### config.mk
export PLATFORM = sky130hd
export DESIGN_NAME = bf_cfg_regs
export DESIGN_NICKNAME = d
export VERILOG_FILES = /design/src/verilog/bf_pkg.sv /design/src/verilog/bf_cfg_regs.sv
export SDC_FILE = /design/constraint.sdc
export NUM_CORES = 1
export LEC_CHECK = 0
export BUFFER_PORTS_ARGS = -buffer_cell sky130_fd_sc_hd__buf_2
export CELL_PAD_IN_SITES_DETAIL_PLACEMENT = 2
export CELL_PAD_IN_SITES_GLOBAL_PLACEMENT = 2
export CORE_UTILIZATION = 32
export CTS_CLUSTER_DIAMETER = 120
export DETAILED_ROUTE_END_ITERATION = 10
export GPL_TIMING_DRIVEN = 0
export PLACE_DENSITY = 0.89
export SYNTH_ARGS = -nofsm -noshare
export SYNTH_HDL_FRONTEND = slang
export SYNTH_SLANG_ARGS = --single-unit
### constraint.sdc
create_clock -name clk -period 1.5 [get_ports clk]
set_input_delay 0.225 -clock clk [delete_from_list [all_inputs] [get_ports clk]]
set_output_delay 0.225 -clock clk [all_outputs]
set_load 0.02 [all_outputs]
### src/verilog/bf_pkg.sv
package bf_pkg;

    // Array and sample sizes
    localparam int NUM_CHANNELS = 8;
    localparam int CH_WIDTH     = 3;
    localparam int DATA_WIDTH   = 16;
    localparam int SUM_WIDTH    = DATA_WIDTH + $clog2(NUM_CHANNELS);

    // Capture depth, one sample set per clock
    localparam int MAX_DELAY   = 64;
    localparam int DELAY_WIDTH = 6;

    // Focal geometry in path units
    localparam int POS_WIDTH   = 16;
    localparam int PATH_WIDTH  = POS_WIDTH + 1;
    localparam int DELAY_SHIFT = 2;
    localparam int ELEM_PITCH  = 16;

    // Register map
    localparam int CFG_ADDR_WIDTH = 4;
    localparam int MASK_ADDR      = 8;

    // Sequencer states
    localparam int STATE_WIDTH = 2;
    localparam logic [STATE_WIDTH-1:0] ST_IDLE    = 2'd0;
    localparam logic [STATE_WIDTH-1:0] ST_CAPTURE = 2'd1;
    localparam logic [STATE_WIDTH-1:0] ST_SUM     = 2'd2;
    localparam logic [STATE_WIDTH-1:0] ST_FINISH  = 2'd3;

    // Counter value on the last finish cycle, lets the read pipe and adder drain
    localparam int FINISH_LAST = 1;

    typedef struct packed {
        logic [POS_WIDTH-1:0] x_f;
        logic [POS_WIDTH-1:0] z_f;
    } focus_t;

    typedef struct packed {
        logic                      we;
        logic [CFG_ADDR_WIDTH-1:0] addr;
        logic [POS_WIDTH-1:0]      wdata;
    } cfg_wr_t;

endpackage

### src/verilog/bf_cfg_regs.sv
`timescale 1ns/1ns

module bf_cfg_regs
    import bf_pkg::*;
(
    input  logic                                   clk,
    input  logic                                   reset,
    input  cfg_wr_t                                cfg,
    output logic [NUM_CHANNELS-1:0][POS_WIDTH-1:0] elem_x,
    output logic [NUM_CHANNELS-1:0]                chan_mask
);

    logic pos_hit;
    logic mask_hit;

    // Low addresses map to element positions
    assign pos_hit  = cfg.addr < CFG_ADDR_WIDTH'(NUM_CHANNELS);
    assign mask_hit = cfg.addr == CFG_ADDR_WIDTH'(MASK_ADDR);

    always_ff @(posedge clk) begin
        if (reset) begin
            // Evenly spaced array, all elements on
            for (int i = 0; i < NUM_CHANNELS; i++) begin
                elem_x[i] <= POS_WIDTH'(i * ELEM_PITCH);
            end
            chan_mask <= '1;
        end else if (cfg.we) begin
            if (pos_hit) begin
                elem_x[cfg.addr[CH_WIDTH-1:0]] <= cfg.wdata;
            end
            if (mask_hit) begin
                chan_mask <= cfg.wdata[NUM_CHANNELS-1:0];
            end
        end
    end

endmodule

Yosys cells after proc, flatten, opt, wreduce, memory -nomap -nowiden
Index checks and enable logic that the tools add are counted. Widths: inputs -> output; s select.

Flip-flop bits (word level): 136. Bits in latches: 0. Bits in writable memories: 0. Bits in read-only memories: 0. Input port bits: 23. Output and inout port bits: 136. Word-level logic and storage cells: 19. Memories kept: 0.

$add $sub $neg: 0. Multiply operators: 0. Divide/modulo/power cells: 0. Magnitude comparators: 3. Equal/unequal tests: 1. Shift operators: 0. Mux-type cells: 3. Bitwise operators: 0. Reductions and logical operators: 3.

Operator list (number): $bwmux 128 (1); $demux 16 s3 (1); $mux 16 (1); $eq 4x4->1 const B (1); $lt 3x4->1 const B (1); $lt 4x4->1 const B (1); $reduce_and 2->1 (2); $ge 3x1->1 const B (1); $logic_and 1x1->1 (1).

Longest topological paths before layout
Gate-level depths: netlist of run 1.

Depth after elaboration: 5. Depth in mapped cells: 5. Gate-level depth less buffers: 3.

Least setup slack after synthesis of run 1
No wires, ideal clock.

Path kind: input -> register. Start: input port cfg[19] (netlist bit). End: register elem_x[70] (netlist bit). Setup time: 0.129 ns. Data arrival time: 1.025 ns. Required time: 1.371 ns. Slack: 0.346 ns. Stages: 4. Buffers on the path: 1. Cells stage by stage: nor3b_4 > nand2_2 > buf_6 > mux2i_1.

Word-level cells in the longest chain between the ends: 2.

Ends and longest elaborated chain: start: declaration (line bf_cfg_regs.sv:8) `input cfg_wr_t cfg,`; $lt 4x4->1 (line bf_cfg_regs.sv:17) `assign pos_hit = cfg.addr < CFG_ADDR_WIDTH'(NUM_CHANNELS);`; $reduce_and 2->1 (no line); end signal: indexed assignment (line bf_cfg_regs.sv:24) `elem_x[i] <= POS_WIDTH'(i * ELEM_PITCH);`; end signal: indexed assignment (line bf_cfg_regs.sv:29) `elem_x[cfg.addr[CH_WIDTH-1:0]] <= cfg.wdata;`; end: declaration (line bf_cfg_regs.sv:9) `output logic [NUM_CHANNELS-1:0][POS_WIDTH-1:0] elem_x,`.

Every way passes these cells. A chain may end at the register's enable or synchronous reset.

==> impl_metrics.ini, run 1 <==
[timing]
worst_pin_slew_ns = 0.664
period_share_pct = 87.1
grt_setup_unrepaired = false
clock_skew_ns = 0
drv_slew = 0
setup_tns_ns = 0
setup_viol = 0
finalHoldViolations = 0
max_freq_ghz = 0.765
worst_slack_ns = 0.193
slew_headroom_pct = 55.7
period_needed_ns = 1.31

[setup_path]
critical_path_required_ns = 1.77
critPathArrivalTime_ns = 1.57
reg2reg_from = elem_x[105]
cp_max_fo = 10
cp-end-kind = flip-flop
rrSetupSlack_ns = 0.74
cp-start-kind = input port
path_common_cell = buf_2
crit_type = in2reg
cp_num_buf_inv = 4
crit_family = buffers and inverters
max_stage_delay_ns = 0.43
rr_worst_depth = 2
cp_slowest_cell = clkbuf_1
crit_chain = buf_2, buf_2, buf_2, clkbuf_1, nand2b_1, mux2i_1
reg2reg_to = elem_x[105]

[clock_tree]
htree_num_levels = 4
worstSkewPairLatency_ns = 0.41
hold_buffers = 0
cts_buffers = 17
cts_resized = 0
cts_root_buffer = clkbuf_16
cts_setup_buffers = 0
cts_tree = built
cts_max_path_buffers = 2
cts.clk_slew.worst_paths_ns = 0.06
clock-sinks = 136

[power]
vdd_drop_max_mv = 0.766
power_leakage_nw = 3.70
power_density_nw_per_um2 = 1220

[yosys]
synthCells = 489
seq_area_frac_synth_pct = 50.6
syn_area_per_cell_um2 = 11.0
yosys_register_bits = 136
netlist_area_um2 = 5380
syn_nets = 512
yosysWarnings = 0
synth_cell_types = 19

[route]
drt_wl_total_um = 17600
vias_per_cell = 4.66
ant_nets = 0
drtPass1Iterations = 4
post-route-drc-count = 0
drt_iter0_markers = 156
avgRoutedWirePerCell_um = 19.6
vias = 4187

[layout]
num_antenna_cells = 0
n_fill_cell = 1796
syn_to_final_growth_pct = 31.5
final_util_pct = 42.8
final_cell_area_um2 = 7080
drive_gt1_share_pct = 31.5
nets = 689

[placed_design]
port_buffers = 158
place_area_um2 = 6450
dp_worst_setup_slack_ns = -0.241
gp_congestion = 0.754
hpwl_um = 13100

[floorplanning]
dieArea_um2 = 17300
io_pins = 159
start_util_pct = 32.6
chipHeight_um = 132
coreArea_um2 = 16500
floorplan.die.width_um = 132
num_rows = 47

[global_route]
grtUsageMet3_pct = 5.25
grt_pass1_vias = 4808
antenna_found_initial = 1
gr-usage-met1_pct = 24.0
grt_usage_pct = 21.4
met2_usage_pct = 38.7
grt_max_degree = 17
grt_pass1_wl_um = 28000
top_usage_layer = met2
overflow = 0

[min_path]
hold_class = in2reg
hold_end = chan_mask[2]
whs_path_depth = 3
min_from = cfg[2]

[status]
status = finished, final reports clean

[job]
max_cap_violations = 0
Yosys cell counts:
master	number	area [um2]
and2_1	2	12.5
and2b_1	1	7.51
and3b_1	1	8.76
and4b_1	1	10.0
buf_1	8	30.0
buf_2	5	25.0
buf_4	2	15.0
buf_6	8	90.1
clkbuf_1	17	63.8
clkbuf_2	1	5.00
dfxtp_1	136	2720
mux2i_1	136	1360
nand2_1	2	7.51
nand2_2	4	25.0
nand2b_1	132	826
nand3_4	2	35.0
nor2_1	29	109
nor2b_2	1	8.76
nor3b_4	1	18.8
how the worst max path moves through the flow:
stage                  to  startpoint  cells past startpoint  slack (ns)
6_report       elem_x[65]       reset                      6        0.19
5_1_grt        elem_x[65]       reset                      6        0.08
4_1_cts        elem_x[65]       reset                      6        0.19
3_5_place_dp   elem_x[66]       reset                      6       -0.24
3_3_place_gp   elem_x[49]       reset                      6       -0.13
2_1_floorplan  elem_x[70]     cfg[19]                      4        0.35
worst reg2reg max path: stages, from the launching register on:
cell and delay (ns):
dfxtp_1 0.37, nand2b_1 0.08, mux2i_1 0.21
through the flow:
stage / hold slack, ns / cells / total power (W)
finish: 0.0974 / 899 / 0.00865
global route: 0.0982 / 899 / 0.00895
CTS: 0.0791 / 899 / 0.00875
detailed placement: 0.471 / 867 / 0.00429
global placement: 0.455 / 867 / 0.00426
floorplan: 0.392 / 489 / 0.00407
metal layers:
layer | vias up | part of all wire [%]
li1 | 1958 | -
met1 | 2075 | 41
met2 | 124 | 52
met3 | 28 | 4.6
met4 | 2 | 2.1
met5 | - | 0.057
where the power goes:
group / internal (W) / total [W] / switching, W
Combinational: 0.000193 / 0.000516 / 0.000323
Sequential: 0.00366 / 0.00369 / 0.0000274
Clock: 0.00286 / 0.00445 / 0.00159
kinds of logic after synthesis:
logic type | after synthesis | share of synthesized area [%]
flops | 136 | 50.6
simple gates | 176 | 19.9
buf+inv | 41 | 4.25
mux | 136 | 25.3
cell type report:
type                    count  area, um2  area share, %
multi-input cells         312       2430           34.3
clock buffers              19        453           6.40
well taps                 220        275           3.89
plain buffers              41        229           3.24
repair buffers            158        791           11.2
flip-flops and latches    136       2720           38.5
clock inverters            13        176           2.49
placed cells by master, fill, tap and decap left out:
master / netlist / routed
buf_2: 5 / 163
mux2i_1: 136 / 136
dfxtp_1: 136 / 136
nand2b_1: 132 / 132
nor2_1: 29 / 29
clkbuf_1: 17 / 17
clkbuf_16: 0 / 17
buf_1: 8 / 8
buf_6: 8 / 8
clkinv_2: 0 / 5
nand2_2: 4 / 4
bufinv_16: 0 / 4
clkinvlp_4: 0 / 3
and2_1: 2 / 2
buf_4: 2 / 2
nand2_1: 2 / 2
nand3_4: 2 / 2
clkbuf_8: 0 / 2
nor3b_4: 1 / 1
nor2b_2: 1 / 1
clkbuf_2: 1 / 1
and3b_1: 1 / 1
and2b_1: 1 / 1
and4b_1: 1 / 1
clkinv_4: 0 / 1
sequential cells by signal, summed over array words and instances, names as in the netlist:
name and count:
elem_x 128, chan_mask 8
(Power assumes the default switching activity.)
==> run 2: changes to the inputs <==
ABC_AREA = 1   (was not set)
CORE_UTILIZATION = 27   (was 32)
SKIP_CTS_REPAIR_TIMING = 1   (was not set)
==> run 2 against run 1 <==
Net effect:
- setup slack got worse by 0.035 ns
- non-clock buffer count decreased by 1
- clock skew unchanged
- wire length increased by 20%
- die area increased by 15%
- combinational power increased by 46%
- fmax decreased by 2.6%
- cell count increased by 34%
- highest routed layer is now met4
- total power decreased by 2.1%
- design area decreased by 2.3%
- synthesized area decreased by 2.6%
- critical path depth unchanged
==> impl_metrics.ini, run 2 <==
[status]
status = finished, final reports clean

[timing]
period_needed_ns = 1.34
worst_slack_ns = 0.158
finalHoldViolations = 0
clock_skew_ns = 0
worst_pin_slew_ns = 0.597
max_freq_ghz = 0.745
slew_headroom_pct = 60.2
whs_ns = 0.103
grt_setup_unrepaired = false
drv_slew = 0
setup_viol = 0
period_share_pct = 89.5

[layout]
syn_to_final_growth_pct = 31.9
final_util_pct = 36.6
final_cell_mix = 239 x nor2_1, 210 x nand2_1, 177 x buf_2, 136 x dfxtp_1, 81 x nand3_1
final_cell_area_um2 = 6910
drive_gt1_share_pct = 23.4
layout.cells.non_filler = 1202
nets = 951
top_regs = elem_x (128), chan_mask (8)
largest_reg_flops = 128
regMostFlops = elem_x
mostFrequentLayoutCell = nor2_1

[setup_path]
critical_path_required_ns = 1.86
startpoint = reset
reg2reg_to = elem_x[14]
rr_worst_depth = 2
cp-endpoint = elem_x[33]
reg2reg_from = elem_x[14]
rrSetupSlack_ns = 0.81
cp_max_fo = 10
crit_type = in2reg
cp-end-kind = flip-flop
critPathArrivalTime_ns = 1.70
cp-start-kind = input port

[clock_tree]
htree_num_levels = 4
clock-sinks = 136
worstSkewPairLatency_ns = 0.43
cts_buffers = 17
cts_max_path_buffers = 2
cts.clk_slew.worst_paths_ns = 0.06
cts_root_buffer = clkbuf_16
cts_tree = built

[floorplanning]
num_rows = 50
chipHeight_um = 141
start_util_pct = 27.7
dieArea_um2 = 20000
io_pins = 159
floorplan.die.width_um = 141
coreArea_um2 = 18900

[power]
vdd_drop_max_mv = 0.915
power_leakage_nw = 3.39
power_density_nw_per_um2 = 1230

[route]
vias_per_cell = 4.61
drtPass1Iterations = 4
vias = 5539
avgRoutedWirePerCell_um = 17.7
post-route-drc-count = 0
drt_wl_total_um = 21200
ant_nets = 0
drt_iter0_markers = 228

[global_route]
grt_pass1_vias = 5730
overflow = 0
antenna_found_initial = 2
grt_usage_pct = 22.1
grt_pass1_wl_um = 32500
grt_max_degree = 17

[min_path]
hold_class = in2reg

[placed_design]
gp_congestion = 0.761
port_buffers = 157
hpwl_um = 15300
placedCellCount = 1169
place_area_um2 = 6350
dp_worst_setup_slack_ns = -0.315

[yosys]
synthCells = 752
yosysWarnings = 0
synth_edf_count = 0
ys.flop_type = dfxtp_1
yosys-top-cells-area = dfxtp_1 52%, nor2_1 17%, nand2_1 15%
synth_top_area_cell = dfxtp_1
yosysMostFrequentCell = nor2_1
syn_area_per_cell_um2 = 6.97
synthArstFlopShare_pct = 0
syn_nets = 775
netlist_area_um2 = 5240
seq_area_frac_synth_pct = 51.9
synth_top_area_share_pct = 51.9
synth.top_cells.by_count = 239 x nor2_1, 210 x nand2_1, 136 x dfxtp_1, 81 x nand3_1, 23 x inv_1
synth_cell_types = 15
yosys_register_bits = 136

[job]
max_cap_violations = 0
run 2: cell count changes after synthesis, moves of 8 or more:
| cell | before | now |
|---|---|---|
| nor2_1 | 29 | 239 |
| nand2_1 | 2 | 210 |
| mux2i_1 | 136 | 0 |
| nand2b_1 | 132 | 0 |
| nand3_1 | 0 | 81 |
| inv_1 | 0 | 23 |
| buf_2 | 5 | 20 |
| buf_6 | 8 | 0 |
| clkbuf_1 | 17 | 9 |
| nand4_1 | 0 | 8 |
run 2: report_power, final:
| group | internal [W] | switching (W) |
|---|---|---|
| logic | 0.000197 | 0.000556 |
| registers | 0.00369 | 0.0000448 |
| clock network | 0.00237 | 0.00162 |
run 2: critical path: stages:
cell,delay [ns]
buf_2,0.10
inv_2,0.20
clkbuf_1,0.46
buf_1,0.49
nand2_1,0.12
nor2_1,0.10
run 2: per-stage QoR:
stage,TNS (ns),power [W]
2_1_floorplan,0,0.00425
3_3_place_gp,-9.56,0.00455
3_5_place_dp,-12.20,0.00457
4_1_cts,0,0.00856
5_1_grt,0,0.00877
6_report,0,0.00847
run 2: cell families after synthesis:
logic type / synth area share (%)
AOI/OAI and AO/OA: 0.286
buffers and inverters: 5.56
DFF: 51.9
and+or+nand+nor: 42.2
run 2: worst min path at each step:
stage               start           end  cells after the start
6_report           cfg[7]  chan_mask[7]                      3
2_1_floorplan      cfg[5]   elem_x[101]                      2
4_1_cts            cfg[7]  chan_mask[7]                      3
5_1_grt            cfg[2]  chan_mask[2]                      3
3_3_place_gp   elem_x[84]    elem_x[84]                      2
3_5_place_dp   elem_x[84]    elem_x[84]                      2
run 2: area by class of cell:
cell class / instances / area [um2]
multi-input combinational: 548 / 2230
antenna: 2 / 5.00
inverter: 27 / 101
clock inverter: 6 / 40.0
tap: 260 / 325
timing repair buffer: 157 / 786
sequential: 136 / 2720
buffer: 41 / 190
fill: 2296 / 12000
clock buffer: 25 / 515
run 2: routing by layer:
metal	track usage (%)	wire [um]	vias up
li1	-	-	2676
met1	27.9	9670	2690
met2	37.0	10200	140
met3	4.35	887	33
met4	8.70	495	0
met5	0	0	-
