**config.mk**
```make
export PLATFORM = sky130hd
export DESIGN_NAME = bf_delay_calc
export DESIGN_NICKNAME = d
export VERILOG_FILES = /design/src/verilog/bf_pkg.sv /design/src/verilog/bf_delay_calc.sv
export SDC_FILE = /design/constraint.sdc
export NUM_CORES = 1
export LEC_CHECK = 0
export BUFFER_PORTS_ARGS = -buffer_cell sky130_fd_sc_hd__buf_2
export CAP_MARGIN = 0
export CORE_MARGIN = 2
export CORE_UTILIZATION = 46
export CTS_CLUSTER_SIZE = 25
export DETAILED_ROUTE_END_ITERATION = 10
export PLACE_DENSITY = 0.79
export SYNTH_ARGS = -nofsm -noshare
export SYNTH_HDL_FRONTEND = slang
export SYNTH_SLANG_ARGS = --single-unit
export TNS_END_PERCENT = 5
```
**constraint.sdc**
```tcl
create_clock -name clk -period 5.01 [get_ports clk]
set_input_delay 0.2505 -clock clk [delete_from_list [all_inputs] [get_ports clk]]
set_output_delay 0.2505 -clock clk [all_outputs]
set_load 0.02 [all_outputs]
```
**src/verilog/bf_pkg.sv**
```systemverilog
package bf_pkg;

    // Array and sample sizes
    localparam int NUM_CHANNELS = 8;
    localparam int CH_WIDTH     = 3;
    localparam int DATA_WIDTH   = 16;
    localparam int SUM_WIDTH    = DATA_WIDTH + $clog2(NUM_CHANNELS);

    // Capture depth, one sample set per clock
    localparam int MAX_DELAY   = 64;
    localparam int DELAY_WIDTH = 6;

    // Focal geometry in path units
    localparam int POS_WIDTH   = 16;
    localparam int PATH_WIDTH  = POS_WIDTH + 1;
    localparam int DELAY_SHIFT = 2;
    localparam int ELEM_PITCH  = 16;

    // Register map
    localparam int CFG_ADDR_WIDTH = 4;
    localparam int MASK_ADDR      = 8;

    // Sequencer states
    localparam int STATE_WIDTH = 2;
    localparam logic [STATE_WIDTH-1:0] ST_IDLE    = 2'd0;
    localparam logic [STATE_WIDTH-1:0] ST_CAPTURE = 2'd1;
    localparam logic [STATE_WIDTH-1:0] ST_SUM     = 2'd2;
    localparam logic [STATE_WIDTH-1:0] ST_FINISH  = 2'd3;

    // Counter value on the last finish cycle, lets the read pipe and adder drain
    localparam int FINISH_LAST = 1;

    typedef struct packed {
        logic [POS_WIDTH-1:0] x_f;
        logic [POS_WIDTH-1:0] z_f;
    } focus_t;

    typedef struct packed {
        logic                      we;
        logic [CFG_ADDR_WIDTH-1:0] addr;
        logic [POS_WIDTH-1:0]      wdata;
    } cfg_wr_t;

endpackage

```
**src/verilog/bf_delay_calc.sv**
```systemverilog
`timescale 1ns/1ns

module bf_delay_calc
    import bf_pkg::*;
(
    input  logic                                   clk,
    input  logic                                   reset,
    input  logic                                   start_accept,
    input  focus_t                                 focus,
    input  logic [NUM_CHANNELS-1:0][POS_WIDTH-1:0] elem_x,
    input  logic [CH_WIDTH-1:0]                    chan_sel,
    output logic [DELAY_WIDTH-1:0]                 delay
);

    focus_t                focus_q;
    logic [POS_WIDTH-1:0]  elem_pos;
    logic [POS_WIDTH-1:0]  lateral;
    logic [PATH_WIDTH-1:0] path;
    logic [PATH_WIDTH-1:0] path_shifted;

    // Hold the focal point for the whole run
    always_ff @(posedge clk) begin
        if (reset) begin
            focus_q <= '0;
        end else if (start_accept) begin
            focus_q <= focus;
        end
    end

    assign elem_pos = elem_x[chan_sel];

    // |x_f - elem_x| without going signed
    assign lateral = (focus_q.x_f >= elem_pos) ? focus_q.x_f - elem_pos
                                               : elem_pos - focus_q.x_f;

    assign path         = {1'b0, lateral} + {1'b0, focus_q.z_f};
    assign path_shifted = path >> DELAY_SHIFT;

    // Clamp to the deepest captured set
    assign delay = (path_shifted > PATH_WIDTH'(MAX_DELAY - 1)) ? DELAY_WIDTH'(MAX_DELAY - 1)
                                                               : path_shifted[DELAY_WIDTH-1:0];

endmodule

```
======== Yosys cells after proc, flatten, opt, wreduce, memory -nomap -nowiden ========
Index checks and enable logic that the tools add are counted.
word-level totals
  register bits ........................... 32
  bits of input ports ..................... 166
  output and inout bits ................... 6
  logic and storage cells ................. 12
operators by class
  add/sub/neg operators ................... 3
  order comparisons ....................... 3
  muxes and demuxes ....................... 4
operators with widths
  operator               count
  $bmux W16 S3           1
  $mux W16               2
  $sub A16 B16 Y16       2
  $add A16 B16 Y17       1
  $ge A16 B16 Y1         1
  $gt A15 B6 Y1 const B  1
  $mux W6                1
  $lt A3 B4 Y1 const B   1

======== Longest topological paths before layout ========
Gate-level depths: netlist of the first run.
  depth in word-level cells ............... 7
  mapped depth ............................ 25
  mapped depth without buffers ............ 21

======== Worst setup path after synthesis of the first run ========
No wires, ideal clock.
  path type ............................... in2out
  start ................................... in chan_sel[0]
  end ..................................... out delay[0]
  arrival ................................. 5307 ps
  data required time ...................... 4760 ps
  slack ................................... -547 ps
  stages on the path ...................... 23
  buffers on the path ..................... 5
  path through ............................ clkbuf_1 > buf_2 > mux4_2 > mux2i_1 > inv_1 > ha_1 > buf_6 > a21o_1 > a221o_1 > a21oi_2 > o21ai_2 > buf_2 > buf_4 > mux2i_1 > xnor2_1 > ha_1 > or3_1 > o22ai_2 > or3_1 > a21oi_2 > or3_4 > a2111oi_0 > nand3_1
on the way
  cells in the longest elaborated chain, start to end .. 7
ends and longest elaborated chain
  element                                   line                 RTL
  from (decl)                               bf_delay_calc.sv:11  input logic [CH_WIDTH-1:0] chan_sel,
  $bmux W16 S3 *                            bf_delay_calc.sv:30  assign elem_pos = elem_x[chan_sel];
  $mux W16 (not written as such) *          bf_delay_calc.sv:30
  $sub A16 B16 Y16 (tied with other cells)  bf_delay_calc.sv:34  : elem_pos - focus_q.x_f;
  $mux W16 *                                bf_delay_calc.sv:33  assign lateral = (focus_q.x_f >= elem_pos) ? focus_q.x_f - elem_pos
  $add A16 B16 Y17 *                        bf_delay_calc.sv:36  assign path = {1'b0, lateral} + {1'b0, focus_q.z_f};
  $gt A15 B6 Y1                             bf_delay_calc.sv:40  assign delay = (path_shifted > PATH_WIDTH'(MAX_DELAY - 1)) ? DELAY_WIDTH'(MAX_DELAY - 1)
  $mux W6 *                                 bf_delay_calc.sv:40
  to (decl)                                 bf_delay_calc.sv:12  output logic [DELAY_WIDTH-1:0] delay
Mark *: on every way between the ends. The rest lies on a longest branch, timed or not. The select of a mux whose other input is x is not followed.

======== Final worst setup path of the first run ========
  start ................................... in chan_sel[0]
  end ..................................... out delay[4]
Same word-level chain as after synthesis.

==> run metrics, run 1 <==
largest register by flop count focus_q; Ys Warns 0; Max-Cap Viols 0; final-report max-slew violation count 0; clock transition at the registers of the reported paths roughly 0.080 ns; Rows 36; WP buf/inv 8; Synth Flop Type dfxtp_1; layout cells sized above 1 56.4%; drt first pass iters 4; most frequent cells in the layout buf_2, buf_4, nor2_1; leakage 3.62 nW; Final min period 5.60 ns; Max stage delay on crit path 0.37 ns; initial antenna violation count 3; Worst Hold Class in2reg; total track usage ~28%; element type at the critical path start input pin; 1st-iter DRT viols ~240; final-report hold violation count 0; Layout area overhead 64.7%; area of the multi-input gates 0.00419 mm²; cts bufs inserted 5; P per Cell Area 307 mW/mm²; max reg flops 32; Cells after Synth between 500 and 600; multiplexer area fraction after synthesis 28.4%; CP Data Arrival Time 5.35 ns; Fmax 0.179 GHz; slew margin rel. 34.3%; Top delay family on crit path compound AO/OA/AOI/OAI gates; Die ar. 0.0107 mm²; final core utilization 77.1%; failing checks setup timing; sequential cell area fraction in the yosys report around 14%; NumNets Final ~1000; ys async rst share 0%; H-tree depth 2; Final GP Congestion 0.969; vias 5255; complex-gate fraction of the synthesized area 21.6%; placed insts 911; largest net degree at the start of global routing 33; hold_buf cts 0; Tcrit/Tclk final 112%; Post-DP HPWL between 10000 and 15000 µm; CTS sink cnt 32; final setup vio count 6; PortBufs 171; Clk Latency, worst-skew pair 0.29 ns; chip width 103 µm; Vias per Instance 5.51; CP Capture Type primary output; syn_nets 724; Post-synth EDFFs 0; Starting Density 46.8%; Final Cell Area 0.00747 mm²; post-synthesis simple-gate area fraction 11.5%; RSZ-0062 raised after global routing true; fillers approximately 650; dpl cell area 0.00652 mm²; largest family of logic cells by synthesized area multiplexers; actual slew at the worst max-slew pin 0.985 ns; distinct cell type count of the synthesized netlist between 60 and 70; #FFs+latches synth 32; Critical-path top delay cell a221o_1; CTS Buffer Depth 2; vias in the first global route 5089; clock tree root driver cell clkbuf_8; syn_area_per_cell 8.91 µm²; antenna-violating nets left 0; drt total wl 16800 µm; synthesized area around 0.0045 mm²; worst setup margin -0.590 ns; CP Max Fanout 7; I/O Pins between 150 and 200; biggest regs focus_q: 32 flops; first-pass GRT wire length 23100 µm; CTS tree done; Place WS -0.623 ns; status finished with violations; GR Overflow Total 0; WL per Instance about 18 µm; commonest non-fill, non-tap cell in the layout buf_2; Setup Skew 0 ns; non-filler cells, final 953; Storage cell area approximately 640 µm²; # DRC 0; data required time of the worst path 4.76 ns; CORE AREA 0.00968 mm²; crit path kind in2out; Max rail drop VDD 0.220 mV; Post-Synth Adder-Cell Area 13.9%; XOR/XNOR Fraction of Synth Area under 10%; Die Y-Extent 103 µm
-- routing by layer --
layer | vias to the layer above | routed length [µm] | global-route usage [%]
met5 | - | 0 | 0
met4 | 0 | 540 | 13.4
met3 | 37 | 762 | 4.10
met2 | 184 | 9130 | 50.9
met1 | 2510 | 6360 | 31.5
li1 | 2524 | - | -
-- stage by stage --
stage	setup TNS [ns]	total power, mW	hold slack, ns
4_1_cts	-2.49	2.00	0.179
5_1_grt	-4.26	2.42	0.206
2_1_floorplan	-0.980	1.12	0.323
3_3_place_gp	-2.77	1.63	0.481
6_report	-3.18	2.29	0.183
3_5_place_dp	-3.56	1.67	0.494
-- area by class of cell --
| type | count | share of cell area, % |
|---|---|---|
| repair buffers | 328 | 29.7 |
| well taps | 133 | 2.23 |
| clock inverters | 2 | 0.134 |
| clock buffers | 6 | 1.11 |
| flip-flops and latches | 32 | 8.58 |
| multi-input cells | 408 | 56.1 |
| inverters | 40 | 2.04 |
| diodes | 4 | 0.134 |
-- Yosys cell counts, types with 5 or more instances --
cell | n | area share, %
o21a_1 | 5 | 0.83
o21bai_1 | 5 | 0.83
nor2_1 | 49 | 4.1
xnor2_1 | 12 | 2.3
inv_1 | 40 | 3.3
nand3_1 | 11 | 1.2
a2111oi_0 | 6 | 1.2
nand2_1 | 22 | 1.8
a21oi_1 | 31 | 3.4
dfxtp_1 | 32 | 14
clkbuf_1 | 13 | 1.1
a21o_1 | 24 | 4.0
xor2_1 | 10 | 1.9
ha_1 | 47 | 13
mux4_2 | 32 | 16
buf_2 | 11 | 1.2
a221oi_1 | 6 | 1.2
mux2i_1 | 54 | 12
o21ai_0 | 18 | 2.0
-- what timing repair did --
action                                  4_1_cts  5_1_grt
setup buffers                                 3       24
endpoints found under the setup margin        6        6
cloned                                        0        3
pin swaps                                     8       54
gates resized for setup                      28       83
-- final timing paths --
path | startpoint | to | slack (ns) | cells past startpoint
worst min register to register | focus_q[9]$_SDFFE_PP0P_ | focus_q[9]$_SDFFE_PP0P_ | 0.51 | 2
worst max register to register | focus_q[17]$_SDFFE_PP0P_ | focus_q[17]$_SDFFE_PP0P_ | 4.31 | 2
worst max-delay path | chan_sel[0] | delay[4] | -0.59 | 27
worst min-delay path | focus[16] | focus_q[16]$_SDFFE_PP0P_ | 0.18 | 3
-- power breakdown --
part | internal [mW] | leakage, nW | switching (mW)
Combinational | 0.920 | 3.31 | 0.869
Clock | 0.110 | 0.0510 | 0.109
Sequential | 0.270 | 0.264 | 0.0120
-- worst reg2reg max path, cell delays in order, from the launching register on --
cell and delay (ns):
dfxtp_1 0.42, mux2i_1 0.10, nor2_1 0.12
-- cells by family (layout without fill, tap and decap cells) --
logic type                 Yosys count  count (layout)
DFF                                 32              32
and+or+nand+nor                    112             112
buffers and inverters               69             376
other                                0               4
AOI/OAI and AO/OA                  137             137
adders and majority gates           49              49
xor gates and xnor gates            22              22
muxes                               88              88
Note: power is estimated with default switching activity, not from simulation.
==> run 2, diff against run 1 <==
--- a/config.mk
+++ b/config.mk
@@ -9,3 +9,2 @@
 export CAP_MARGIN = 0
-export CORE_MARGIN = 2
 export CORE_UTILIZATION = 46
==> constraint.sdc (replaced) <==
create_clock -name clk -period 5.01 [get_ports clk]
set_input_delay 1.002 -clock clk [delete_from_list [all_inputs] [get_ports clk]]
set_output_delay 1.002 -clock clk [all_outputs]
set_load 0.02 [all_outputs]
==> run metrics, run 2 (synthesis gave the netlist of run 1 again) <==
RSZ-0062 raised after global routing true; biggest regs focus_q: 32 flops; chip width about 100 µm; Max rail drop VDD 0.193 mV; Rows 35; vias in the first global route 5450; clock tree root driver cell clkbuf_8; Clk Latency, worst-skew pair approximately 0.29 ns; most frequent cells in the layout buf_2, buf_4, nor2_1; P per Cell Area 297 mW/mm²; GR Overflow Total 0; cts bufs inserted 5; Vias per Instance about 5.5; largest net degree at the start of global routing 33; commonest non-fill, non-tap cell in the layout buf_2; FF-to-FF Start focus_q[16]$_SDFFE_PP0P_; fillers 647; final-report max-slew violation count 0; Tcrit/Tclk final 138%; hold_sp focus_q[8]$_SDFFE_PP0P_; 1st-iter DRT viols 227; CP Data Arrival Time 5.92 ns; NumNets Final approximately 1000; met2 GRT Util roughly three fifths; M3 GR Usage 4.69%; hold_buf cts 0; dpl cell area approximately 0.0067 mm²; max reg flops 32; clock transition at the registers of the reported paths 0.08 ns; WL per Instance 16.9 µm; leakage between 3 and 4 nW; total track usage 31.8%; Worst Hold Class reg2reg; element type at the critical path start input pin; final setup vio count 6; Final min period 6.92 ns; CP Max Fanout 9; Final GP Congestion approximately 0.96; # DRC 0; met1 GRT Util roughly a third; first-pass GRT wire length 25200 µm; Die ar. 0.0103 mm²; initial antenna violation count 3; placed insts roughly 900; PortBufs approximately 170; crit path kind in2out; I/O Pins 172; drt total wl approximately 16000 µm; Top delay family on crit path compound AO/OA/AOI/OAI gates; data required time of the worst path approximately 4.0 ns; H-tree depth 2; slew margin rel. roughly 30%; status finished with violations; final-report hold violation count 0; antenna-violating nets left 0; Place WS -2.14 ns; worst setup margin -1.91 ns; Post-DP HPWL 13400 µm; actual slew at the worst max-slew pin 1.05 ns; Max-Cap Viols 0; Storage cell area roughly 640 µm²; Final Cell Area just over 0.007 mm²; Critical-path top delay cell mux4_2; grt peak-use layer met2; CTS Buffer Depth 2; failing checks setup timing; WP buf/inv 5; Setup Skew 0 ns; layout cells sized above 1 53.5%; Starting Density roughly half; Layout area overhead 59.3%; Max stage delay on crit path about 0.53 ns; area of the multi-input gates around 0.0040 mm²; vias 5241; CTS sink cnt 32; non-filler cells, final 952; crit path launch chan_sel[0]; Die Y-Extent between 100 and 150 µm; CTS tree done; Fmax between 0.1 and 0.15 GHz; CP Cell Sequence buf_6 > buf_12 > mux4_2 > mux2i_2 > inv_1 > ha_1 > and3_1 > a221o_1 > a21oi_2 > o21ai_4 > buf_12 > and2_0 > a31oi_1 > xor2_1 > ha_1 > or3_1 > o22ai_2 > or3_4 > a21oi_2 > or3_4 > a2111oi_2 > nand3_1 > buf_6; CORE AREA 0.00942 mm²; CP Capture Type primary output; largest register by flop count focus_q; drt first pass iters 5
## run 2: cell count changes in the layout (fill, tap and decap cells not counted), sizes merged
| cell | change |
|---|---|
| buf | +7 |
| clkbuf | -3 |
| diode | -1 |
## run 2: where the power goes
group	internal [mW]	switching, mW	total (mW)	leakage (nW)
clock	0.110	0.109	0.219	0.0510
sequential	0.270	0.0107	0.280	0.264
combinational	0.844	0.802	1.65	3.29
## run 2: worst paths after layout
check                           slack [ns]  depth (start not counted)                        to
worst min register to register        0.51                          2   focus_q[8]$_SDFFE_PP0P_
worst max register to register        4.22                          3  focus_q[16]$_SDFFE_PP0P_
worst max-delay path                 -1.91                         23                  delay[2]
worst min-delay path                  0.51                          2   focus_q[8]$_SDFFE_PP0P_
## run 2: tightest hold or removal path, cell delays in order, from the launching register on
cell and delay (ns):
dfxtp_1 0.34, mux2i_1 0.07, nor2_1 0.07
## run 2: per-stage QoR
stage / utilization [%] / hold WS [ns] / power [mW] / setup TNS [ns]
2_1_floorplan: - / 0.465 / 1.12 / -10.0
3_3_place_gp: 70.7 / 0.488 / 1.67 / -12.17
3_5_place_dp: 70.7 / 0.495 / 1.71 / -12.53
4_1_cts: 75.3 / 0.509 / 2.07 / -10.93
5_1_grt: 76.7 / 0.540 / 2.28 / -12.60
6_report: 76.7 / 0.506 / 2.15 / -11.22
## run 2: timing repair
item	in CTS	in global routing
pin swaps	23	10
buffers inserted	13	2
resized for setup	51	21
setup endpoints to repair	6	6
## run 2: final cells by class
class                   instances  area share (%)
well taps                     129            2.23
clock buffers                   6            1.14
clock inverters                 2           0.139
diodes                          3           0.104
multi-input cells             408            55.4
inverters                      40            2.08
repair buffers                332            30.0
flip-flops and latches         32            8.87
## run 2: layer usage
metal  vias up  routed length (µm)
li1       2532                   -
met1      2462                6270
met3        44                 724
met2       203                8520
met5         -                   0
met4         0                 528
