==> src/verilog/bf_pkg.sv <==
package bf_pkg;

    // Array and sample sizes
    localparam int NUM_CHANNELS = 8;
    localparam int CH_WIDTH     = 3;
    localparam int DATA_WIDTH   = 16;
    localparam int SUM_WIDTH    = DATA_WIDTH + $clog2(NUM_CHANNELS);

    // Capture depth, one sample set per clock
    localparam int MAX_DELAY   = 64;
    localparam int DELAY_WIDTH = 6;

    // Focal geometry in path units
    localparam int POS_WIDTH   = 16;
    localparam int PATH_WIDTH  = POS_WIDTH + 1;
    localparam int DELAY_SHIFT = 2;
    localparam int ELEM_PITCH  = 16;

    // Register map
    localparam int CFG_ADDR_WIDTH = 4;
    localparam int MASK_ADDR      = 8;

    // Sequencer states
    localparam int STATE_WIDTH = 2;
    localparam logic [STATE_WIDTH-1:0] ST_IDLE    = 2'd0;
    localparam logic [STATE_WIDTH-1:0] ST_CAPTURE = 2'd1;
    localparam logic [STATE_WIDTH-1:0] ST_SUM     = 2'd2;
    localparam logic [STATE_WIDTH-1:0] ST_FINISH  = 2'd3;

    // Counter value on the last finish cycle, lets the read pipe and adder drain
    localparam int FINISH_LAST = 1;

    typedef struct packed {
        logic [POS_WIDTH-1:0] x_f;
        logic [POS_WIDTH-1:0] z_f;
    } focus_t;

    typedef struct packed {
        logic                      we;
        logic [CFG_ADDR_WIDTH-1:0] addr;
        logic [POS_WIDTH-1:0]      wdata;
    } cfg_wr_t;

endpackage

==> src/verilog/bf_sequencer.sv <==
`timescale 1ns/1ns

module bf_sequencer
    import bf_pkg::*;
(
    input  logic                    clk,
    input  logic                    reset,
    input  logic                    start,
    input  logic                    full,
    input  logic [NUM_CHANNELS-1:0] chan_mask,
    output logic                    start_accept,
    output logic                    capture_en,
    output logic [CH_WIDTH-1:0]     chan_sel,
    output logic                    sum_first,
    output logic                    sum_en,
    output logic                    valid
);

    logic [STATE_WIDTH-1:0] state;
    logic                   last_chan;
    logic                   in_sum;

    // Start only counts in idle
    assign start_accept = (state == ST_IDLE) && start;

    // Index 0 goes in on the accepting edge itself
    assign capture_en = start_accept || ((state == ST_CAPTURE) && !full);

    assign in_sum    = state == ST_SUM;
    assign last_chan = chan_sel == CH_WIDTH'(NUM_CHANNELS - 1);

    always_ff @(posedge clk) begin
        if (reset) begin
            state     <= ST_IDLE;
            chan_sel  <= '0;
            sum_first <= 1'b0;
            sum_en    <= 1'b0;
            valid     <= 1'b0;
        end else begin
            valid <= 1'b0;

            // Marks line up with the registered buffer read
            sum_first <= in_sum && (chan_sel == '0);
            sum_en    <= in_sum && chan_mask[chan_sel];

            case (state)
                ST_IDLE: begin
                    if (start) begin
                        state    <= ST_CAPTURE;
                        chan_sel <= '0;
                    end
                end
                ST_CAPTURE: begin
                    if (full) begin
                        state    <= ST_SUM;
                        chan_sel <= '0;
                    end
                end
                ST_SUM: begin
                    // One read per channel
                    if (last_chan) begin
                        state    <= ST_FINISH;
                        chan_sel <= '0;
                    end else begin
                        chan_sel <= chan_sel + 1'b1;
                    end
                end
                ST_FINISH: begin
                    // Counter reused to wait out the last add
                    if (chan_sel == CH_WIDTH'(FINISH_LAST)) begin
                        state    <= ST_IDLE;
                        chan_sel <= '0;
                        valid    <= 1'b1;
                    end else begin
                        chan_sel <= chan_sel + 1'b1;
                    end
                end
                default: begin
                    state <= ST_IDLE;
                end
            endcase
        end
    end

endmodule

==> config.mk <==
export PLATFORM = sky130hd
export DESIGN_NAME = bf_sequencer
export DESIGN_NICKNAME = d
export VERILOG_FILES = /design/src/verilog/bf_pkg.sv /design/src/verilog/bf_sequencer.sv
export SDC_FILE = /design/constraint.sdc
export NUM_CORES = 1
export LEC_CHECK = 0
export BUFFER_PORTS_ARGS = -buffer_cell sky130_fd_sc_hd__buf_2
export CORE_MARGIN = 3
export CORE_UTILIZATION = 42
export DETAILED_ROUTE_END_ITERATION = 6
export GPL_TIMING_DRIVEN = 1
export PLACE_DENSITY = 0.73
export SLEW_MARGIN = 20
export SYNTH_ARGS = -nofsm -noshare
export SYNTH_HDL_FRONTEND = slang
export SYNTH_SLANG_ARGS = --single-unit
==> constraint.sdc <==
create_clock -name clk -period 1.55 [get_ports clk]
set_input_delay 0.0775 -clock clk [delete_from_list [all_inputs] [get_ports clk]]
set_output_delay 0.0775 -clock clk [all_outputs]
set_load 0.05 [all_outputs]
; ---- Word-level counts from Yosys, hierarchy flattened
; Index checks and enable logic that the tools add are counted.
[totals]
reg_bits = 8
in_bits = 12
output_inout_bits = 8
word_cells = 41
[classes]
addsub = 1
n_lt_le_gt_ge = 1
n_eq_ne = 9
mux = 13
bitwise = 1
n_reduce_logical = 11
[op_table]
columns = cell, count
row1 = two-way mux 3 bit, 4
row2 = case mux 3 bit (4 select lines), 1
row3 = two-way mux 2 bit, 4
row4 = "inequality test 2 bit, second input constant", 4
row5 = case mux 2 bit (4 select lines), 1
row6 = "== test 2 bit, second input constant", 2
row7 = logical AND 1 bit, 4
row8 = "less-than comparator 3 x 4 -> 1 bit, second input constant", 1
row9 = AND reduction 4 bit, 1
row10 = "adder 3 x 1 -> 3 bit, second input constant", 1
row11 = binary-select mux 1 bit (select 3 bit), 1
row12 = "== test 3 x 1 -> 1 bit, second input constant", 1
row13 = "== test 3 bit, second input constant", 1
row14 = zero test 3 bit, 1
row15 = "== test 2 x 1 -> 1 bit, second input constant", 1
row16 = zero test 2 bit, 1
row17 = two-way mux 1 bit, 2
row18 = AND reduction 2 bit, 1
row19 = OR reduction 2 bit, 1
row20 = zero test 1 bit, 1
row21 = logical OR 1 bit, 1
row22 = NOT 1 bit, 1

; ---- Depth between registers and ports, before layout
; Gate-level depths: netlist of the first run.
[depth]
ltp_word = 3
ltp_mapped = 6

; ---- Least setup slack after synthesis of the first run
; OpenSTA, ideal clock, no wires.
[synth_path]
kind = register -> register
from = register chan_sel[0]
to = register state[1]
setup_ns = 0.124
t_arrival_ns = 1.901
slack_ns = -0.475
stages_incl_launch_ff = 7
path_buffers = 0
path_cell_list = dfxtp_1 ha_1 ha_1 and2b_4 a2111oi_4 mux2i_1 nor2_1
[synth_between]
elab_chain_cells = 3
elab_cells_between_ends = 5
cone_classes = eq/ne (4) / reduce/logical (1)
[synth_lines]
columns = item, line_no
row1 = start: declaration, bf_sequencer.sv:13  ; output logic [CH_WIDTH-1:0] chan_sel,
row2 = start signal: assignment, bf_sequencer.sv:65  ; chan_sel <= chan_sel + 1'b1;
row3 = start signal: assignment, bf_sequencer.sv:75  ; chan_sel <= chan_sel + 1'b1;
row4 = == test 3 x 1 -> 1 bit / == test 3 bit (equally long branches), "bf_sequencer.sv:70, bf_sequencer.sv:30"
row5 = inequality test 2 bit (no source line), -
row6 = AND reduction 4 bit (no source line) *, -
row7 = end signal: assignment, bf_sequencer.sv:62  ; state <= ST_FINISH;
row8 = end signal: assignment, bf_sequencer.sv:71  ; state <= ST_IDLE;
row9 = end signal: assignment, bf_sequencer.sv:79  ; state <= ST_IDLE;
row10 = end: declaration, bf_sequencer.sv:19  ; logic [STATE_WIDTH-1:0] state;
; Every way passes the cells marked *; elsewhere a longest branch is shown, timed or not.
; A chain may end at the register's enable or synchronous reset.

; ---- Final worst setup path of the first run
[layout_path]
from = register chan_sel[0]
to = register chan_sel[0]
[layout_between]
elab_chain_cells = 3
elab_cells_between_ends = 6
cone_classes = add/sub (1) / eq/ne (2) / mux (3)
[layout_lines]
columns = item, line_no
row1 = "adder 3 x 1 -> 3 bit, or another cell as far along", "bf_sequencer.sv:65, bf_sequencer.sv:75"
row2 = two-way mux 3 bit (on tied branches), "bf_sequencer.sv:70, bf_sequencer.sv:61"
row3 = case mux 3 bit (4 select lines) *, bf_sequencer.sv:46  ; case (state)
; Marks and branches as above.

==> run metrics, run 1 <==
status completed; WP data arrival 1.66 ns; vias per cell 5.021; H-tree Lvls 1; Core Area 0.001186 mm²; Setup Skew 0.001812 ns; antenna diode count 0; PnR Total Power 1072 µW; CTS tree yes; ANT nets after route 0; worst-skew pair later-pin latency 0.25 ns; placed cell areas 716.9 µm²; most common cell after layout, fill and taps aside buf_2; Synth Cell Area 564.3 µm²; critical path capture point type flop; pin count of the biggest net entering global routing 9; worst reg-to-reg path cell count 6; Final Hold Vio Count 0; Syn Area/Cell 10.65 µm²; Initial Utilization 0.4757; Die X-Extent 42.66 µm; layout overhead on the synthesized area 40.13%; hold slack 0.09516 ns; clk buf depth 2; Final Util 0.6667; gp weighted congestion 0.7258; Total Wirelength 1.139 mm; maximum VDD drop 690.6 µV; number of global-route vias before repair 476; crit path max fanout 8; Die Ht 42.66 µm; max-cap viol count 0; Fmax 0.6723 GHz; Reg clk slew, reported paths 0.05 ns; final max-slew violation count 0; fin crit period 1.488 ns; vias 472; first-pass GRT wire length 1.780 mm; drt drc 0; Yosys reg bits 8; Tcrit/Tclk final 0.9597; die area 0.001819 mm²; Seq/Total Area, Yosys 0.2838; yosys warns 0; ratio of cells with drive above 1 in the final layout 0.6375; GRT Total Usage 0.1287; per-cell routed wire length 12.12 µm; slew margin rel. 0.8007; Final setup viols 0; Port Buf Inserts 19; most frequent cells in the layout buf_2 (18), buf_4 (6); DR pass1 iterations 2; Pleak 0.0003479 µW; antenna violations before repair 0; CTS Sinks 8; CP Class reg -> reg; Critical Path Source Type flop; NumNets Final 103; power per cell area 1356 mW/mm²; HP Class in -> reg; GRT overflow 0; cts bufs inserted 3; Mapped Cells 53; Std-Cell Rows 12; worst slew pin tran 0.2990 ns; Setup TNS 0 ns; Final Cell Area 790.8 µm²; root buffer cell clkbuf_4; Synth cell types 21; synthesized net count 74; Hold Path Stages 2; CP Data Required Time 1.72 ns; CTS Hold Bufs 0; IO Pins 20; 1st-iter DRT viols 3
[where the power goes]
group | internal [µW] | switching [µW]
combinational | 322 | 327
sequential | 241 | 29.8
clock | 88.2 | 65.1
total | 651 | 421
[metal layers]
layer  global-route usage  wire [µm]  up-vias
li1                     -          -      239
met2               0.2216        612        9
met3              0.06356         44        2
met5                    0          0        -
met1               0.1362        476      222
met4              0.03727          6        0
[synth_stat cells (all sizes together)]
master	count	area (µm²)
a21oi	5	25.02
and4bb	1	12.51
and2b	1	10.01
and2	1	6.260
ha	9	112.6
nand2	3	11.26
nand2b	1	13.76
nor2	4	15.01
mux2i	2	20.02
a2111oi	1	27.53
or2	2	15.02
nor3b	2	15.01
dfxtp	8	160.2
or3	1	6.260
nand3b	2	15.01
a211oi	1	7.510
mux4	2	45.04
nor2b	2	27.53
inv	4	15.01
clkbuf	1	3.750
[path summary, 6_finish.rpt]
path,end,slack [ns],from
hold / removal,chan_sel[0],0.1,reset
setup / recovery,chan_sel[0],0.06,chan_sel[0]
hold reg to reg,chan_sel[2],0.50,chan_sel[2]
setup reg to reg,chan_sel[0],0.06,chan_sel[0]
[area by class of cell]
| type | instances | area, µm² |
|---|---|---|
| timing repair buffer | 25 | 150.1 |
| multi-input combinational | 40 | 414.1 |
| inverter | 4 | 15.01 |
| clock buffer | 3 | 22.52 |
| fill | 95 | 395.4 |
| sequential | 8 | 171.4 |
| tap | 14 | 17.52 |
[what timing repair did]
| action | CTS | global route |
|---|---|---|
| setup endpoints to repair | 3 | 3 |
| resized for setup | 5 | 8 |
| setup buffers | 1 | 2 |
| pin swaps | 0 | 1 |
| hold endpoints to repair | 0 | 0 |
[logic make-up (layout without fill, tap and decap cells)]
logic type	count (synthesis)	after routing	share of synthesized area
and+or+nand+nor	20	20	0.2616
adders and majority gates	9	9	0.1996
DFF	8	8	0.2838
AOI/OAI and AO/OA	7	7	0.1064
buffers and inverters	5	32	0.03325
muxes	4	4	0.1153
[worst max-delay path, cell delays in order (launching register included)]
cell	delay [ns]
dfxtp_4	0.37
ha_4	0.16
ha_2	0.15
and2b_4	0.26
a21oi_2	0.04
or3_1	0.31
a21oi_1	0.12
[metrics by stage]
stage	setup slack (ns)	cells
floorplan	0.02678	53
global placement	0.01965	88
detailed placement	-0.03907	88
CTS	0.007804	92
global route	-0.002312	94
finish	0.06250	94
[registers in the layout, summed over array words and instances (netlist names)]
signal     count
sum_first      1
sum_en         1
chan_sel       3
valid          1
state          2
No activity file was read; power rests on OpenSTA's default activity.
==> run 2: changes to the inputs <==
Settings changed: CELL_PAD_IN_SITES_DETAIL_PLACEMENT set to 2, CELL_PAD_IN_SITES_GLOBAL_PLACEMENT set to 2, CORE_UTILIZATION 42 to 25, PLACE_DENSITY 0.73 to 0.72.
==> run 2 against run 1 <==
Net effect:
- global-route usage down 0.99 points
- non-clock buffer count unchanged
- critical endpoint unchanged
- die area up 57%
- clock skew up 0.0017 ns
- sequential share of layout area down 0.29 points
- sequential cell count unchanged
- design area up 2.8%
- register-to-register slack about the same
- via count up 2.3%
- combinational power up 2%
- sequential power about the same
- routed wire length up 22%
==> run metrics, run 2 (synthesized netlist as in run 1, its figures left out) <==
status completed; Largest register FFs 3; worst reg-to-reg path cell count 6; antenna violations before repair 0; HP Class in -> reg; Net Sw Frac 0.4043; fin crit period 1.487 ns; met3 Track Usage GR 0.05915; IO Pins 20; per-cell routed wire length 13.03 µm; ANT nets after route 0; 1st-iter DRT viols 1; GRT busiest layer met2; CTS Sinks 8; Setup TNS 0 ns; Clk pwr share 0.147; Final Util 0.3983; R2R Setup Slk 0.06 ns; cts bufs inserted 3; Crit Reg-Reg Endpoint chan_sel[0]; Die Ht 53.51 µm; PnR Total Power 1094 µW; worst-skew pair later-pin latency 0.26 ns; critical path capture point type flop; CP max stage delay 0.36 ns; H-tree Lvls 1; Setup Skew 0.003560 ns; slowest CP cell dfxtp_4; most common cell after layout, fill and taps aside buf_2; vias per cell 4.514; Tcrit/Tclk final 0.9597; maximum VDD drop 630.8 µV; critical path, cell by cell ha_4 -> ha_1 -> and2b_4 -> a21oi_2 -> or3_4 -> a21oi_2; CP most frequent cell a21oi_2; Crit path max-delay family simple AND/OR/NAND/NOR gates; CTS tree yes; Std-Cell Rows 16; vias 483; slew margin rel. 0.8014; Post-DP HPWL 1.166 mm; met1 Use GR 0.1388; Fmax 0.6723 GHz; CP Class reg -> reg; GR met2 Demand/Resource 0.1755; Final Hold Vio Count 0; Reg clk slew, reported paths 0.05 ns; DR pass1 iterations 3; pin count of the biggest net entering global routing 9; NumNets Final 103; number of cells on the critical path 6; CTS Hold Bufs 0; max-cap viol count 0; die area 0.002863 mm²; Hold Path Sink chan_sel[0]; WP buf/inv 0; WP data arrival 1.67 ns; layout overhead on the synthesized area 44.12%; largest reg by FF count chan_sel; GRT Total Usage 0.1188; worst slew pin tran 0.2979 ns; Comb power frac 0.603; Core Area 0.002042 mm²; Largest regs chan_sel (3), state (2); Total Wirelength 1.394 mm; Critical Path Source Type flop; Hold Path Stages 2; switching pwr 442.5 µW; GRT overflow 0; Initial Utilization 0.2763; Port Buf Inserts 19; drt drc 0; first-pass GRT wire length 2.290 mm; reg2reg start chan_sel[1]; Layout fillers 231; Seq pwr share 0.250; crit path max fanout 5; root buffer cell clkbuf_4; Internal Pwr Total 651.9 µW; CP Data Required Time 1.74 ns; RSZ-0062 raised after global routing no; antenna diode count 0; Die X-Extent 53.51 µm; final max-slew violation count 0; crit path setup slack, layout 0.06253 ns; hold path startpoint reset; Pleak 0.0003549 µW; Final setup viols 0; most frequent cells in the layout buf_2 (18), ha_1 (6), buf_4 (6), nor2_1 (4); power per cell area 1346 mW/mm²; gp weighted congestion 0.7490; pre-CTS setup slack -0.04763 ns; ratio of cells with drive above 1 in the final layout 0.6375; number of global-route vias before repair 488; clk buf depth 2
-- run 2: how the worst max path moves through the flow --
stage | from | to | slack, ns
5_1_grt | state[1] | chan_sel[0] | 0.00005
6_report | chan_sel[1] | chan_sel[0] | 0.06
3_3_place_gp | state[0] | chan_sel[0] | 0.01
4_1_cts | state[0] | chan_sel[0] | 0.007
2_1_floorplan | chan_sel[0] | state[1] | 0.03
3_5_place_dp | state[0] | chan_sel[0] | -0.05
-- run 2: routing by layer --
metal | share of wire | vias up
met5 | 0 | -
met4 | 0.018 | 0
met3 | 0.048 | 5
met2 | 0.48 | 9
met1 | 0.45 | 229
li1 | - | 240
-- run 2: metrics by stage --
stage | instances | hold WS, ns | instance area, µm²
after global routing | 107 | 0.08101 | 813.3
after floorplan | 53 | 0.3533 | 585.6
final | 107 | 0.08388 | 813.3
after CTS | 105 | 0.08014 | 777.0
after global placement | 102 | 0.3525 | 740.7
after detailed placement | 102 | 0.3599 | 740.7
-- run 2: cell type report --
cell class              count  area [µm²]  share of cell area
repair buffers             25       150.1              0.1846
inverters                   4       15.01             0.01846
flip-flops and latches      8       173.9              0.2138
multi-input cells          40       417.9              0.5138
clock buffers               3       22.52             0.02769
well taps                  27       33.78             0.04154
-- run 2: repair_timing --
action | 4_1_cts | 5_1_grt
gates resized for setup | 6 | 8
endpoints found under the setup margin | 3 | 3
pin swaps | 0 | 1
buffers inserted | 0 | 2
gates cloned | 0 | 0
-- run 2: power groups by stage --
stage | registers (µW) | logic (µW) | clock network, µW
6_report | 274 | 659 | 161
5_1_grt | 281 | 720 | 183
4_1_cts | 268 | 644 | 172
3_5_place_dp | 268 | 598 | 0
3_3_place_gp | 266 | 587 | 0
2_1_floorplan | 305 | 392 | 0
